File: src/sysBusPkg.sv
package sysBusPkg;

    // system bus widths
    localparam int AddrWidth = 32;
    localparam int DataWidth = 32;

    // low address part handed to the peripheral
    localparam int OffsetWidth = 24;

    // peripheral number lives in address bits 31..24
    localparam int PeriphSelWidth = 8;

    // peripheral select encoding
    localparam logic [PeriphSelWidth-1:0] SelSw  = 8'd1;
    localparam logic [PeriphSelWidth-1:0] SelLed = 8'd2;

endpackage
File: src/periphRegPkg.sv
package periphRegPkg;

    // register offsets inside a peripheral
    localparam logic [sysBusPkg::OffsetWidth-1:0] OffValue = 24'h00;
    localparam logic [sysBusPkg::OffsetWidth-1:0] OffMode  = 24'h04;
    localparam logic [sysBusPkg::OffsetWidth-1:0] OffReset = 24'h24;

    // data word that triggers the soft reset
    localparam logic [sysBusPkg::DataWidth-1:0] ResetKey = 32'd1;

    // largest word the mode register takes
    localparam logic [sysBusPkg::DataWidth-1:0] ModeMax = 32'd1;

    // number of leds, also number of switches
    localparam int LedWidth = 16;

    // blink half period in clock cycles
    localparam int BlinkHalfDefault = 10_000_000;

endpackage

File: src/periphTop.sv
`timescale 1ns/100ps

module periphTop #(
    parameter int blinkHalf_p = periphRegPkg::BlinkHalfDefault
) (
    input  logic                                 clk_i,
    input  logic                                 rst_i,
    input  logic                                 req_i,
    input  logic                                 writeEnable_i,
    input  logic [sysBusPkg::AddrWidth-1:0]      addr_i,
    input  logic [sysBusPkg::DataWidth-1:0]      writeData_i,
    output logic [sysBusPkg::DataWidth-1:0]      readData_o,
    input  logic [periphRegPkg::LedWidth-1:0]    sw_i,
    output logic [periphRegPkg::LedWidth-1:0]    led_o
);

    logic                              ledReq;
    logic                              swReq;
    logic [sysBusPkg::OffsetWidth-1:0] offset;
    logic [sysBusPkg::DataWidth-1:0]   ledReadData;
    logic [sysBusPkg::DataWidth-1:0]   swReadData;
    logic [periphRegPkg::LedWidth-1:0] ledVal;
    logic                              blinkOn;
    logic                              softRst;

    sysBusDecoder decoder0 (
        .clk_i         (clk_i),
        .rst_i         (rst_i),
        .req_i         (req_i),
        .writeEnable_i (writeEnable_i),
        .addr_i        (addr_i),
        .ledReadData_i (ledReadData),
        .swReadData_i  (swReadData),
        .ledReq_o      (ledReq),
        .swReq_o       (swReq),
        .offset_o      (offset),
        .readData_o    (readData_o)
    );

    ledSbCtrl ledCtrl0 (
        .clk_i         (clk_i),
        .rst_i         (rst_i),
        .req_i         (ledReq),
        .writeEnable_i (writeEnable_i),
        .offset_i      (offset),
        .writeData_i   (writeData_i),
        .readData_o    (ledReadData),
        .ledVal_o      (ledVal),
        .blinkOn_o     (blinkOn),
        .softRst_o     (softRst)
    );

    ledBlinkGen #(
        .blinkHalf_p (blinkHalf_p)
    ) blink0 (
        .clk_i     (clk_i),
        .rst_i     (rst_i),
        .ledVal_i  (ledVal),
        .blinkOn_i (blinkOn),
        .softRst_i (softRst),
        .led_o     (led_o)
    );

    swSbCtrl swCtrl0 (
        .clk_i         (clk_i),
        .rst_i         (rst_i),
        .req_i         (swReq),
        .writeEnable_i (writeEnable_i),
        .offset_i      (offset),
        .writeData_i   (writeData_i),
        .sw_i          (sw_i),
        .readData_o    (swReadData)
    );

endmodule

File: src/swSbCtrl.sv
`timescale 1ns/100ps

module swSbCtrl (
    input  logic                                 clk_i,
    input  logic                                 rst_i,
    input  logic                                 req_i,
    input  logic                                 writeEnable_i,
    input  logic [sysBusPkg::OffsetWidth-1:0]    offset_i,
    input  logic [sysBusPkg::DataWidth-1:0]      writeData_i,
    input  logic [periphRegPkg::LedWidth-1:0]    sw_i,
    output logic [sysBusPkg::DataWidth-1:0]      readData_o
);

    logic [periphRegPkg::LedWidth-1:0] swMeta;
    logic [periphRegPkg::LedWidth-1:0] swSync;
    logic [periphRegPkg::LedWidth-1:0] swPrev;
    logic                              changeFlag;
    logic                              rdReq;
    logic                              flagClr;

    assign rdReq   = req_i & ~writeEnable_i;
    assign flagClr = req_i && writeEnable_i && (offset_i == periphRegPkg::OffReset)
                     && (writeData_i == periphRegPkg::ResetKey);

    // two stage synchronizer plus a copy for edge detection
    always_ff @(posedge clk_i) begin
        if (rst_i) begin
            swMeta <= '0;
            swSync <= '0;
            swPrev <= '0;
        end else begin
            swMeta <= sw_i;
            swSync <= swMeta;
            swPrev <= swSync;
        end
    end

    // sticky until cleared by the reset key
    always_ff @(posedge clk_i) begin
        if (rst_i || flagClr) begin
            changeFlag <= 1'b0;
        end else if (swSync != swPrev) begin
            changeFlag <= 1'b1;
        end
    end

    always_ff @(posedge clk_i) begin
        if (rst_i) begin
            readData_o <= '0;
        end else if (rdReq && (offset_i == periphRegPkg::OffValue)) begin
            readData_o <= {{(sysBusPkg::DataWidth-periphRegPkg::LedWidth){1'b0}}, swSync};
        end else if (rdReq && (offset_i == periphRegPkg::OffMode)) begin
            readData_o <= {{(sysBusPkg::DataWidth-1){1'b0}}, changeFlag};
        end
    end

endmodule

File: src/ledBlinkGen.sv
`timescale 1ns/100ps

module ledBlinkGen #(
    parameter int blinkHalf_p = periphRegPkg::BlinkHalfDefault
) (
    input  logic                                 clk_i,
    input  logic                                 rst_i,
    input  logic [periphRegPkg::LedWidth-1:0]    ledVal_i,
    input  logic                                 blinkOn_i,
    input  logic                                 softRst_i,
    output logic [periphRegPkg::LedWidth-1:0]    led_o
);

    localparam int CntWidth = $clog2(2 * blinkHalf_p);

    localparam logic [CntWidth-1:0] HalfCnt = CntWidth'(blinkHalf_p);
    localparam logic [CntWidth-1:0] LastCnt = CntWidth'(2 * blinkHalf_p - 1);

    logic [CntWidth-1:0] blinkCnt;

    // counter sits at zero while blinking is off
    always_ff @(posedge clk_i) begin
        if (rst_i || softRst_i || !blinkOn_i) begin
            blinkCnt <= '0;
        end else if (blinkCnt == LastCnt) begin
            blinkCnt <= '0;
        end else begin
            blinkCnt <= blinkCnt + 1'b1;
        end
    end

    // lit in the first half of the period and whenever blinking is off
    assign led_o = (!blinkOn_i || blinkCnt < HalfCnt) ? ledVal_i : '0;

endmodule

File: src/ledSbCtrl.sv
`timescale 1ns/100ps

module ledSbCtrl (
    input  logic                                 clk_i,
    input  logic                                 rst_i,
    input  logic                                 req_i,
    input  logic                                 writeEnable_i,
    input  logic [sysBusPkg::OffsetWidth-1:0]    offset_i,
    input  logic [sysBusPkg::DataWidth-1:0]      writeData_i,
    output logic [sysBusPkg::DataWidth-1:0]      readData_o,
    output logic [periphRegPkg::LedWidth-1:0]    ledVal_o,
    output logic                                 blinkOn_o,
    output logic                                 softRst_o
);

    logic wrReq;
    logic rdReq;
    logic hitValue;
    logic hitMode;
    logic hitReset;
    logic valueOk;
    logic modeOk;
    logic resetHit;

    assign wrReq = req_i & writeEnable_i;
    assign rdReq = req_i & ~writeEnable_i;

    assign hitValue = (offset_i == periphRegPkg::OffValue);
    assign hitMode  = (offset_i == periphRegPkg::OffMode);
    assign hitReset = (offset_i == periphRegPkg::OffReset);

    // value only fits in the low half of the word
    assign valueOk  = (writeData_i[sysBusPkg::DataWidth-1:periphRegPkg::LedWidth] == '0);
    assign modeOk   = (writeData_i <= periphRegPkg::ModeMax);
    assign resetHit = wrReq && hitReset && (writeData_i == periphRegPkg::ResetKey);

    always_ff @(posedge clk_i) begin
        if (rst_i) begin
            ledVal_o  <= '0;
            blinkOn_o <= 1'b0;
        end else if (resetHit) begin
            ledVal_o  <= '0;
            blinkOn_o <= 1'b0;
        end else if (wrReq) begin
            if (hitValue && valueOk) begin
                ledVal_o <= writeData_i[periphRegPkg::LedWidth-1:0];
            end
            if (hitMode && modeOk) begin
                blinkOn_o <= writeData_i[0];
            end
        end
    end

    // one cycle pulse toward the blink generator
    always_ff @(posedge clk_i) begin
        if (rst_i) begin
            softRst_o <= 1'b0;
        end else begin
            softRst_o <= resetHit;
        end
    end

    // unmapped offsets keep the previous read data
    always_ff @(posedge clk_i) begin
        if (rst_i) begin
            readData_o <= '0;
        end else if (rdReq && hitValue) begin
            readData_o <= {{(sysBusPkg::DataWidth-periphRegPkg::LedWidth){1'b0}}, ledVal_o};
        end else if (rdReq && hitMode) begin
            readData_o <= {{(sysBusPkg::DataWidth-1){1'b0}}, blinkOn_o};
        end
    end

endmodule

File: src/sysBusDecoder.sv
`timescale 1ns/100ps

module sysBusDecoder (
    input  logic                                 clk_i,
    input  logic                                 rst_i,
    input  logic                                 req_i,
    input  logic                                 writeEnable_i,
    input  logic [sysBusPkg::AddrWidth-1:0]      addr_i,
    input  logic [sysBusPkg::DataWidth-1:0]      ledReadData_i,
    input  logic [sysBusPkg::DataWidth-1:0]      swReadData_i,
    output logic                                 ledReq_o,
    output logic                                 swReq_o,
    output logic [sysBusPkg::OffsetWidth-1:0]    offset_o,
    output logic [sysBusPkg::DataWidth-1:0]      readData_o
);

    logic [sysBusPkg::PeriphSelWidth-1:0] periphSel;
    logic [sysBusPkg::PeriphSelWidth-1:0] rdSel;
    logic                                 rdReq;

    // peripheral number sits in the top address byte
    assign periphSel = addr_i[sysBusPkg::AddrWidth-1 -: sysBusPkg::PeriphSelWidth];
    assign offset_o  = addr_i[sysBusPkg::OffsetWidth-1:0];

    assign ledReq_o = req_i && (periphSel == sysBusPkg::SelLed);
    assign swReq_o  = req_i && (periphSel == sysBusPkg::SelSw);

    assign rdReq = req_i & ~writeEnable_i;

    // remember where the last read went, the data itself is registered
    // inside each peripheral
    always_ff @(posedge clk_i) begin
        if (rst_i) begin
            rdSel <= '0;
        end else if (rdReq) begin
            rdSel <= periphSel;
        end
    end

    always_comb begin
        case (rdSel)
            sysBusPkg::SelLed: readData_o = ledReadData_i;
            sysBusPkg::SelSw:  readData_o = swReadData_i;
            // unmapped peripheral number reads as zero
            default:           readData_o = '0;
        endcase
    end

endmodule

File: config.mk
export PLATFORM = sky130hd
export DESIGN_NAME = periphTop
export DESIGN_NICKNAME = d
export VERILOG_FILES = /design/src/sysBusPkg.sv /design/src/periphRegPkg.sv /design/src/periphTop.sv /design/src/swSbCtrl.sv /design/src/ledBlinkGen.sv /design/src/ledSbCtrl.sv /design/src/sysBusDecoder.sv
export SDC_FILE = /design/constraint.sdc
export NUM_CORES = 1
export LEC_CHECK = 0
export BUFFER_PORTS_ARGS = -buffer_cell sky130_fd_sc_hd__buf_2
export CAP_MARGIN = 5
export CORE_MARGIN = 3
export CORE_UTILIZATION = 45
export CTS_CLUSTER_SIZE = 16
export DETAILED_ROUTE_END_ITERATION = 16
export PLACE_DENSITY = 0.65
export SETUP_SLACK_MARGIN = 0.2
export SYNTH_ARGS = -nofsm -noshare
export SYNTH_HDL_FRONTEND = slang
export SYNTH_HIERARCHICAL = 1
export SYNTH_SLANG_ARGS = --single-unit
File: constraint.sdc
create_clock -name clk_i -period 4 [get_ports clk_i]
set_input_delay 0.4 -clock clk_i [delete_from_list [all_inputs] [get_ports clk_i]]
set_output_delay 0.4 -clock clk_i [all_outputs]
set_load 0.01 [all_outputs]
==> results of run 1 <==
-- cells by family (layout without fill, tap and decap cells) --
kind of cell | Yosys count | after routing | share of synthesized area [%]
flip-flops | 132 | 132 | 40.7
AO/OA/AOI/OAI | 115 | 115 | 11.5
XOR/XNOR | 28 | 28 | 3.78
multiplexers | 26 | 26 | 4.01
buffers and inverters | 121 | 173 | 10.9
adder cells (fa/ha/maj) | 1 | 1 | 0.193
AND/OR/NAND/NOR | 316 | 316 | 28.8
other | 2 | 32 | 0.116
-- area by class of cell --
class | instances | area share (%)
inverters | 20 | 1.01
well taps | 180 | 3.03
multi-input cells | 518 | 43.9
repair buffers | 121 | 8.35
flip-flops and latches | 132 | 35.6
clock inverters | 15 | 2.36
clock buffers | 17 | 5.73
-- worst max-delay path by stage --
stage	startpoint	to	cells past startpoint
after global placement	addr_i[26]	ledCtrl0/ledVal_o[9]	8
after global routing	blink0/blinkCnt[12]	led_o[13]	5
after floorplan	addr_i[26]	ledCtrl0/ledVal_o[10]	8
after CTS	blink0/blinkCnt[12]	led_o[0]	5
after detailed placement	addr_i[26]	swCtrl0/readData_o[12]	8
final	blink0/blinkCnt[12]	led_o[14]	5
-- sequential cells by signal, indices dropped and copies added, names as in the netlist --
signal	count
swCtrl0/swMeta	16
blink0/blinkCnt	25
ledCtrl0/softRst_o	1
ledCtrl0/readData_o	16
decoder0/rdSel	8
ledCtrl0/ledVal_o	16
swCtrl0/changeFlag	1
swCtrl0/swPrev	16
ledCtrl0/blinkOn_o	1
swCtrl0/readData_o	16
swCtrl0/swSync	16
-- synth_stat cells (2+ instances only) --
library cell / number / area (um2)
sky130_fd_sc_hd__nor2_1: 96 / 360
sky130_fd_sc_hd__buf_4: 56 / 420
sky130_fd_sc_hd__nor4_2: 6 / 75.1
sky130_fd_sc_hd__nor2b_1: 37 / 231
sky130_fd_sc_hd__nor4b_1: 4 / 35.0
sky130_fd_sc_hd__o21ai_0: 21 / 105
sky130_fd_sc_hd__o41ai_1: 2 / 17.5
sky130_fd_sc_hd__xnor2_1: 20 / 175
sky130_fd_sc_hd__nand4_2: 4 / 50.1
sky130_fd_sc_hd__or3_1: 5 / 31.3
sky130_fd_sc_hd__or4_4: 2 / 22.5
sky130_fd_sc_hd__nor3b_1: 19 / 143
sky130_fd_sc_hd__a22oi_1: 32 / 240
sky130_fd_sc_hd__nor3_1: 7 / 35.0
sky130_fd_sc_hd__buf_1: 4 / 15.0
sky130_fd_sc_hd__nand4_1: 15 / 93.8
sky130_fd_sc_hd__clkbuf_2: 2 / 10.0
sky130_fd_sc_hd__buf_6: 3 / 33.8
sky130_fd_sc_hd__clkbuf_1: 20 / 75.1
sky130_fd_sc_hd__nand2_1: 30 / 113
sky130_fd_sc_hd__nor4bb_1: 3 / 30.0
sky130_fd_sc_hd__xor2_1: 8 / 70.1
sky130_fd_sc_hd__or4b_1: 3 / 30.0
sky130_fd_sc_hd__nor4_1: 19 / 119
sky130_fd_sc_hd__dfxtp_1: 132 / 2640
sky130_fd_sc_hd__inv_1: 20 / 75.1
sky130_fd_sc_hd__mux2i_1: 26 / 260
sky130_fd_sc_hd__a21oi_1: 44 / 220
sky130_fd_sc_hd__o211ai_1: 2 / 15.0
sky130_fd_sc_hd__nand3b_1: 17 / 128
sky130_fd_sc_hd__buf_2: 16 / 80.1
sky130_fd_sc_hd__o31ai_1: 6 / 45.0
sky130_fd_sc_hd__and2_1: 2 / 12.5
sky130_fd_sc_hd__or4_1: 18 / 135
sky130_fd_sc_hd__and3_1: 3 / 18.8
sky130_fd_sc_hd__conb_1: 2 / 7.51
sky130_fd_sc_hd__and4_1: 3 / 26.3
sky130_fd_sc_hd__nand3_1: 13 / 65.1
-- stage by stage --
stage          cell area (um2)  hold WS (ns)  std cells  power (mW)
2_1_floorplan             6610         0.414        771        1.54
3_3_place_gp              6830         0.419        971        1.56
3_5_place_dp              6830         0.423        971        1.57
4_1_cts                   7430         0.162       1003        3.13
5_1_grt                   7430         0.172       1003        3.21
6_report                  7430         0.179       1003        3.10
-- worst register-to-register path: cells and delay by family, from the launching register on --
| family | cells | cell delay (ns) |
|---|---|---|
| compound gates | 2 | 0.65 |
| buf+inv | 1 | 0.34 |
| flops | 1 | 0.44 |
| simple gates | 2 | 0.54 |
-- power by group --
part / total, mW / switching (mW) / internal, mW
logic: 0.190 / 0.117 / 0.0727
clock network: 1.56 / 0.663 / 0.896
registers: 1.35 / 0.0102 / 1.34
total: 3.10 / 0.791 / 2.31
-- routing by layer --
layer  vias up  share of wire, %  global-route usage [%]
met3        28               6.1                    5.39
met1      2574                44                    25.8
met4         0               2.2                    7.57
met2       194                48                    33.3
met5         -                 0                       0
li1       2673                 -                       -
==> impl_table.tex, run 1 <==
\begin{tabular}{lr}
\hline
Metric & Value \\
\hline
\multicolumn{2}{l}{\textbf{Timing}} \\
Final setup fails & 0 \\
Fmax & roughly 330 MHz \\
Total negative setup slack & 0 ns \\
Unrepaired setup endpoints after global routing & no \\
Worst-margin pin slew & $\sim$1.1 ns \\
Final hold vios & 0 \\
Final worst path period share & 76.4\% \\
Max\_slew headroom & a little over a quarter \\
Post-route clock skew & between 0.006 and 0.007 ns \\
Post-layout minimum cycle time & roughly 3.1 ns \\
Minimum setup slack in the final design & roughly 0.95 ns \\
Final number of max-transition violations & 0 \\
\multicolumn{2}{l}{\textbf{Setup path}} \\
Crit path cell chain & and4b\_1 -> o211ai\_1 -> a2111oi\_4 -> nor3b\_1 -> buf\_2 \\
Crit path buffers/inverters & 1 \\
Worst EP required & approximately 3.6 ns \\
Peak per-stage delay on the critical path & approximately 0.90 ns \\
Slowest library cell on the worst path & sky130\_fd\_sc\_hd\_\_a2111oi\_4 \\
Flop-to-flop setup slack & 1.90 ns \\
Data arrival time of the critical path & roughly 2.7 ns \\
Cell type group with the largest total delay on the critical path & compound AO/OA/AOI/OAI gates \\
Class of the most critical setup path & reg -> out \\
CP endpoint kind & output pin \\
Depth of the worst register-to-register path & 5 \\
Crit Path Max Fanout & 16 \\
Capturing point of the worst reg2reg path & blink0/blinkCnt[16] \\
Launch instance of the worst register-to-register path & blink0/blinkCnt[2] \\
Kind of start point of the critical path & register \\
\multicolumn{2}{l}{\textbf{Worst hold path}} \\
Hold Startpoint & sw\_i[11] \\
Worst hold path depth & 2 \\
Hold WC Path Type & in -> reg \\
Min-Delay Endpoint & swCtrl0/swMeta[11] \\
\multicolumn{2}{l}{\textbf{Finish}} \\
Commonest cells after routing, fill and taps aside & sky130\_fd\_sc\_hd\_\_dfxtp\_1 (132), sky130\_fd\_sc\_hd\_\_buf\_2 (115), sky130\_fd\_sc\_hd\_\_nor2\_1 (96) \\
Most frequent standard cell in the layout excluding fill and tap cells & sky130\_fd\_sc\_hd\_\_dfxtp\_1 \\
Proportion of layout cells with a drive suffix above 1 & a little over a fifth \\
Register area & 2640 um2 \\
Number of fill cells & 1332 \\
Area occupied by multi-input gates & around 3300 um2 \\
Layout Nets & just under 900 \\
Ant diodes & 0 \\
Growth of design area from synthesis to finish & 14.4\% \\
End-of-flow core utilization & between 50\% and 60\% \\
\multicolumn{2}{l}{\textbf{Power and ir drop}} \\
Highest ir drop seen on vdd & 0.365 mV \\
P per Cell Area & between 400 and 500 nW/um2 \\
Cell leakage power & between 2 and 3 nW \\
\multicolumn{2}{l}{\textbf{Drt}} \\
Detailed-route wire length & approximately 16000 um \\
First-pass DRT Iterations & 5 \\
Total number of vias & 5469 \\
DRT iter0 DRCs & approximately 420 \\
Post-DR vias/cell & between 5 and 6 \\
Residual DRC & 0 \\
Final routed wire length divided by cell count & 16.2 um \\
Post-route ant nets & 0 \\
\multicolumn{2}{l}{\textbf{Clocking}} \\
Clock-pin slew of the registers on the worst-case setup and hold paths & 0.06 ns \\
Cell at the root of the clock tree & sky130\_fd\_sc\_hd\_\_clkbuf\_16 \\
Number of buffers added by the clock tree synthesis step & 17 \\
Clock tree from TritonCTS & built \\
H-tree depth & 4 \\
CTS Hold Bufs & 0 \\
Number of gates resized after cts & 0 \\
Number of buffers inserted to repair setup after CTS & 0 \\
Clock Latency Late Sink & 0.42 ns \\
Buffer depth of the longest clock path & 2 \\
Total number of clock tree sinks & about 130 \\
\multicolumn{2}{l}{\textbf{Placed design}} \\
Pre-CTS setup slack & about 1.2 ns \\
Placed wire-length estimate after detailed placement & between 10000 and 15000 um \\
Number of input and output port buffers inserted & 115 \\
Routability cong. & between 0.8 and 0.9 \\
\multicolumn{2}{l}{\textbf{Yosys}} \\
Post-synth top flop & sky130\_fd\_sc\_hd\_\_dfxtp\_1 \\
Count of yosys warnings during synthesis & 6 \\
Share of async-settable or async-resettable flops after synthesis & 0\% \\
Post-synthesis area per instance & slightly below 9 um2 \\
Sequential-to-total area share from yosys stat & between 40\% and 50\% \\
Register bit count reported by yosys & between 100 and 150 \\
Count of mapped cells out of synthesis & 741 \\
Count of unique library cells instantiated by Yosys & 57 \\
Number of enable flip-flop cells after synthesis & 0 \\
Cell area after technology mapping & 6490 um2 \\
\multicolumn{2}{l}{\textbf{Floorplanning}} \\
Y dimension of the die & 126 um \\
X dimension of the die & about 130 um \\
Core Area & around 14000 um2 \\
Total die area & approximately 16000 um2 \\
Initial cell density of the core & 46.4\% \\
Io pins & $\sim$130 \\
Row count & 43 \\
\multicolumn{2}{l}{\textbf{Global routing}} \\
Total routing resource utilization after global routing & between 20 and 25\% \\
Largest net degree at the start of global routing & 73 \\
Vias in the first global route & approximately 5.2k \\
Wire length of the first global-routing pass & about 26000 um \\
Congestion Overflow GR & 0 \\
Number of antenna violations at the first check in global routing & 0 \\
\multicolumn{2}{l}{\textbf{Status}} \\
Status & complete, no violations \\
\multicolumn{2}{l}{\textbf{Run}} \\
Maximum capacitance violations & 0 \\
\hline
\end{tabular}
Power figures use the tool's default switching activity.
==> run 2: changes to the inputs <==
--- a/config.mk
+++ b/config.mk
@@ -5,6 +5,7 @@
 export SDC_FILE = /design/constraint.sdc
 export NUM_CORES = 1
 export LEC_CHECK = 0
+export ABC_AREA = 1
 export BUFFER_PORTS_ARGS = -buffer_cell sky130_fd_sc_hd__buf_2
 export CAP_MARGIN = 5
 export CORE_MARGIN = 3
==> constraint.sdc (replaced) <==
create_clock -name clk_i -period 3 [get_ports clk_i]
set_input_delay 0.3 -clock clk_i [delete_from_list [all_inputs] [get_ports clk_i]]
set_output_delay 0.3 -clock clk_i [all_outputs]
set_load 0.01 [all_outputs]
==> run 2 against run 1 <==
Against the previous run:
- clock skew rose by 0.0023 ns
- synthesized area rose by 12%
- setup slack got worse by 0.19 ns
- cell count rose by 36%
- sequential power rose by 33%
- register-to-register slack got worse by 0.61 ns
- largest power group unchanged
==> impl_table.tex, run 2 <==
\begin{tabular}{lr}
\hline
Metric & Value \\
\hline
\multicolumn{2}{l}{\textbf{Yosys}} \\
Count of yosys warnings during synthesis & 6 (unchanged) \\
Xor and xnor fraction of the mapped netlist area & 2.16\% (-1.6 points) \\
Share of async-settable or async-resettable flops after synthesis & 0\% (unchanged) \\
Area fraction of the dominant cell type after synthesis & 36.3\% (-4.5 points) \\
Register bit count reported by yosys & 132 (unchanged) \\
Post-synth top flop & sky130\_fd\_sc\_hd\_\_dfxtp\_1 \\
Count of unique library cells instantiated by Yosys & 40 (-30\%) \\
Top cells by instance count after synthesis & sky130\_fd\_sc\_hd\_\_nand2\_1 (230), sky130\_fd\_sc\_hd\_\_nor2\_1 (205), sky130\_fd\_sc\_hd\_\_dfxtp\_1 (132) \\
Cell area after technology mapping & 7290 um2 (+12\%) \\
Number of enable flip-flop cells after synthesis & 0 (unchanged) \\
Share of synthesized area spent on multiplexers & 0\% (-4.0 points) \\
Count of mapped cells out of synthesis & 1068 (+44\%) \\
Cell types occupying the most area after synthesis & sky130\_fd\_sc\_hd\_\_dfxtp\_1 (36\%), sky130\_fd\_sc\_hd\_\_nand2\_1 (12\%), sky130\_fd\_sc\_hd\_\_nor2\_1 (11\%), sky130\_fd\_sc\_hd\_\_nand3\_1 (8.6\%), sky130\_fd\_sc\_hd\_\_buf\_4 (6.7\%) \\
Sequential-to-total area share from yosys stat & 36.3\% (-4.5 points) \\
Arithmetic-cell share of the synthesized area counting full adders, half adders and majority gates & 0.172\% (-0.021 points) \\
Area fraction in and, or, nand and nor cells after synthesis & 40.4\% (+12 points) \\
Largest family of logic cells by synthesized area & simple AND/OR/NAND/NOR gates \\
Post-synth top area cell & sky130\_fd\_sc\_hd\_\_dfxtp\_1 \\
Most frequently used cell type in the post-synthesis netlist & sky130\_fd\_sc\_hd\_\_nand2\_1 \\
Synth Area in Compound Gates & 4.91\% (-6.6 points) \\
Post-synthesis area per instance & 6.83 um2 (-22\%) \\
\multicolumn{2}{l}{\textbf{Timing}} \\
Fmax & about 450 MHz \\
Unrepaired setup endpoints after global routing & no \\
Final number of max-transition violations & 0 (unchanged) \\
Total negative setup slack & 0 ns (unchanged) \\
Minimum setup slack in the final design & 0.757 ns (-0.188 ns) \\
Worst-margin pin slew & 0.765 ns (-0.328 ns) \\
Final setup fails & 0 (unchanged) \\
Post-layout minimum cycle time & between 2 and 2.5 ns \\
Post-route worst hold slack & 0.0856 ns (-0.0937 ns) \\
Final worst path period share & 74.8\% \\
Final hold vios & 0 (unchanged) \\
Post-route clock skew & 0.00919 ns (+0.00233 ns) \\
Max\_slew headroom & 48.9\% (+22 points) \\
\multicolumn{2}{l}{\textbf{Finish}} \\
Number of fill cells & 1586 (+19\%) \\
Proportion of layout cells with a drive suffix above 1 & 18.5\% (-3.2 points) \\
Area occupied by multi-input gates & 3600 um2 (+10\%) \\
Most frequent standard cell in the layout excluding fill and tap cells & sky130\_fd\_sc\_hd\_\_nand2\_1 \\
End-of-flow core utilization & 52.3\% (-0.85 points) \\
Growth of design area from synthesis to finish & 11.4\% \\
Final std cells w/o fill & 1366 (+36\%) \\
Final design area excluding fillers & 8120 um2 (+9.3\%) \\
Commonest cells after routing, fill and taps aside & sky130\_fd\_sc\_hd\_\_nand2\_1 (230), sky130\_fd\_sc\_hd\_\_nor2\_1 (205), sky130\_fd\_sc\_hd\_\_dfxtp\_1 (132) \\
Layout Nets & 1227 (+37\%) \\
Max FFs per register & 25 (unchanged) \\
Register with the most flip-flops & blink0/blinkCnt \\
Register area & 2640 um2 (unchanged) \\
Ant diodes & 0 (unchanged) \\
\multicolumn{2}{l}{\textbf{Clocking}} \\
Number of buffers inserted to repair setup after CTS & 0 (unchanged) \\
Total number of clock tree sinks & 132 (unchanged) \\
CTS Hold Bufs & 0 (unchanged) \\
Clock Latency Late Sink & 0.41 ns (about the same) \\
Cell at the root of the clock tree & sky130\_fd\_sc\_hd\_\_clkbuf\_16 \\
Clock-pin slew of the registers on the worst-case setup and hold paths & 0.06 ns (about the same) \\
Buffer depth of the longest clock path & 2 (unchanged) \\
Clock tree from TritonCTS & built \\
Number of buffers added by the clock tree synthesis step & 17 (unchanged) \\
H-tree depth & 4 (unchanged) \\
Number of gates resized after cts & 0 (unchanged) \\
\multicolumn{2}{l}{\textbf{Floorplanning}} \\
Total die area & 17800 um2 (+12\%) \\
Core Area & 15500 um2 (+11\%) \\
Initial cell density of the core & 46.9\% (+0.49 points) \\
X dimension of the die & 133 um (+5.7\%) \\
Y dimension of the die & 133 um (+5.7\%) \\
Io pins & 132 (unchanged) \\
Row count & 45 (+4.7\%) \\
\multicolumn{2}{l}{\textbf{Global routing}} \\
Largest net degree at the start of global routing & 65 (-11\%) \\
Vias in the first global route & 5664 (+8.2\%) \\
Wire length of the first global-routing pass & 26900 um (+3.0\%) \\
Congestion Overflow GR & 0 (unchanged) \\
Total routing resource utilization after global routing & 18.4\% (-1.9 points) \\
Number of antenna violations at the first check in global routing & 0 (unchanged) \\
\multicolumn{2}{l}{\textbf{Drt}} \\
Detailed-route wire length & 16300 um (+0.89\%) \\
Final routed wire length divided by cell count & 12.0 um (-26\%) \\
Post-DR vias/cell & 4.67 (-14\%) \\
Residual DRC & 0 (unchanged) \\
First-pass DRT Iterations & 5 (unchanged) \\
Post-route ant nets & 0 (unchanged) \\
Total number of vias & 6381 (+17\%) \\
DRT iter0 DRCs & 387 (-7.6\%) \\
\multicolumn{2}{l}{\textbf{Placed design}} \\
Post-Place Cell Area & 7540 um2 (+10\%) \\
Pre-CTS setup slack & 0.742 ns (-0.459 ns) \\
Routability cong. & 0.828 (-2.1\%) \\
Number of input and output port buffers inserted & 115 (unchanged) \\
Placed wire-length estimate after detailed placement & 12200 um (+2.5\%) \\
Placed cell count & 1334 (+37\%) \\
\multicolumn{2}{l}{\textbf{Power and ir drop}} \\
P per Cell Area & 502 nW/um2 (+20\%) \\
Highest ir drop seen on vdd & 0.418 mV (+14\%) \\
Sum of internal, switching and leakage power & 4.07 mW (+32\%) \\
Cell leakage power & 3.57 nW (+31\%) \\
\multicolumn{2}{l}{\textbf{Setup path}} \\
Data arrival time of the critical path & 1.94 ns (-0.71 ns) \\
Class of the most critical setup path & reg -> out \\
Worst EP required & 2.70 ns (-0.90 ns) \\
Crit Path Max Fanout & 16 (unchanged) \\
Kind of start point of the critical path & register \\
CP endpoint kind & output pin \\
\multicolumn{2}{l}{\textbf{Status}} \\
Status & complete, no violations \\
\multicolumn{2}{l}{\textbf{Run}} \\
Maximum capacitance violations & 0 (unchanged) \\
\multicolumn{2}{l}{\textbf{Worst hold path}} \\
Hold WC Path Type & in -> reg \\
\hline
\end{tabular}
-- run 2: layout make-up --
class,instances,area share (%)
Multi-Input combinational cell,757,44.3
Timing Repair Buffer,118,7.37
Tap cell,211,3.25
Inverter,116,5.44
Clock buffer,18,5.41
Clock inverter,14,1.71
Sequential cell,132,32.5
-- run 2: cell families (layout without fill, tap and decap cells) --
family	after synthesis	count (layout)
simple gates	635	635
buf+inv	209	266
flops	132	132
compound gates	71	71
xor+xnor	18	18
other cells	2	32
fa+ha+maj	1	1
-- run 2: power breakdown --
group          switching [mW]  internal, mW  leakage (nW)
sequential             0.0122          1.78          1.07
combinational           0.178        0.0954          2.22
clock                   0.820          1.18         0.277
total                    1.01          3.06          3.57
-- run 2: final timing paths --
| kind | startpoint | endpoint | slack (ns) | depth (start not counted) |
|---|---|---|---|---|
| worst max-delay path | blink0/blinkCnt[22] | led_o[2] | 0.76 | 7 |
| worst min-delay path | sw_i[4] | swCtrl0/swMeta[4] | 0.09 | 3 |
| worst max register to register | blink0/blinkCnt[0] | blink0/blinkCnt[15] | 1.29 | 8 |
| worst min register to register | swCtrl0/swMeta[1] | swCtrl0/swSync[1] | 0.40 | 2 |
-- run 2: worst max-delay path: stages, from the launching register on --
cell,delay (ns)
sky130_fd_sc_hd__dfxtp_1,0.41
sky130_fd_sc_hd__nor2_1,0.08
sky130_fd_sc_hd__nand2_1,0.09
sky130_fd_sc_hd__nor2_1,0.04
sky130_fd_sc_hd__nor2_1,0.11
sky130_fd_sc_hd__nand3_2,0.34
sky130_fd_sc_hd__a21oi_1,0.30
sky130_fd_sc_hd__buf_2,0.17
-- run 2: per-layer routing --
layer	up-vias	wire length [um]	global-route usage [%]
met4	0	191	4.69
met5	-	0	0
li1	3398	-	-
met3	14	850	4.65
met2	148	7720	30.8
met1	2821	7580	23.8
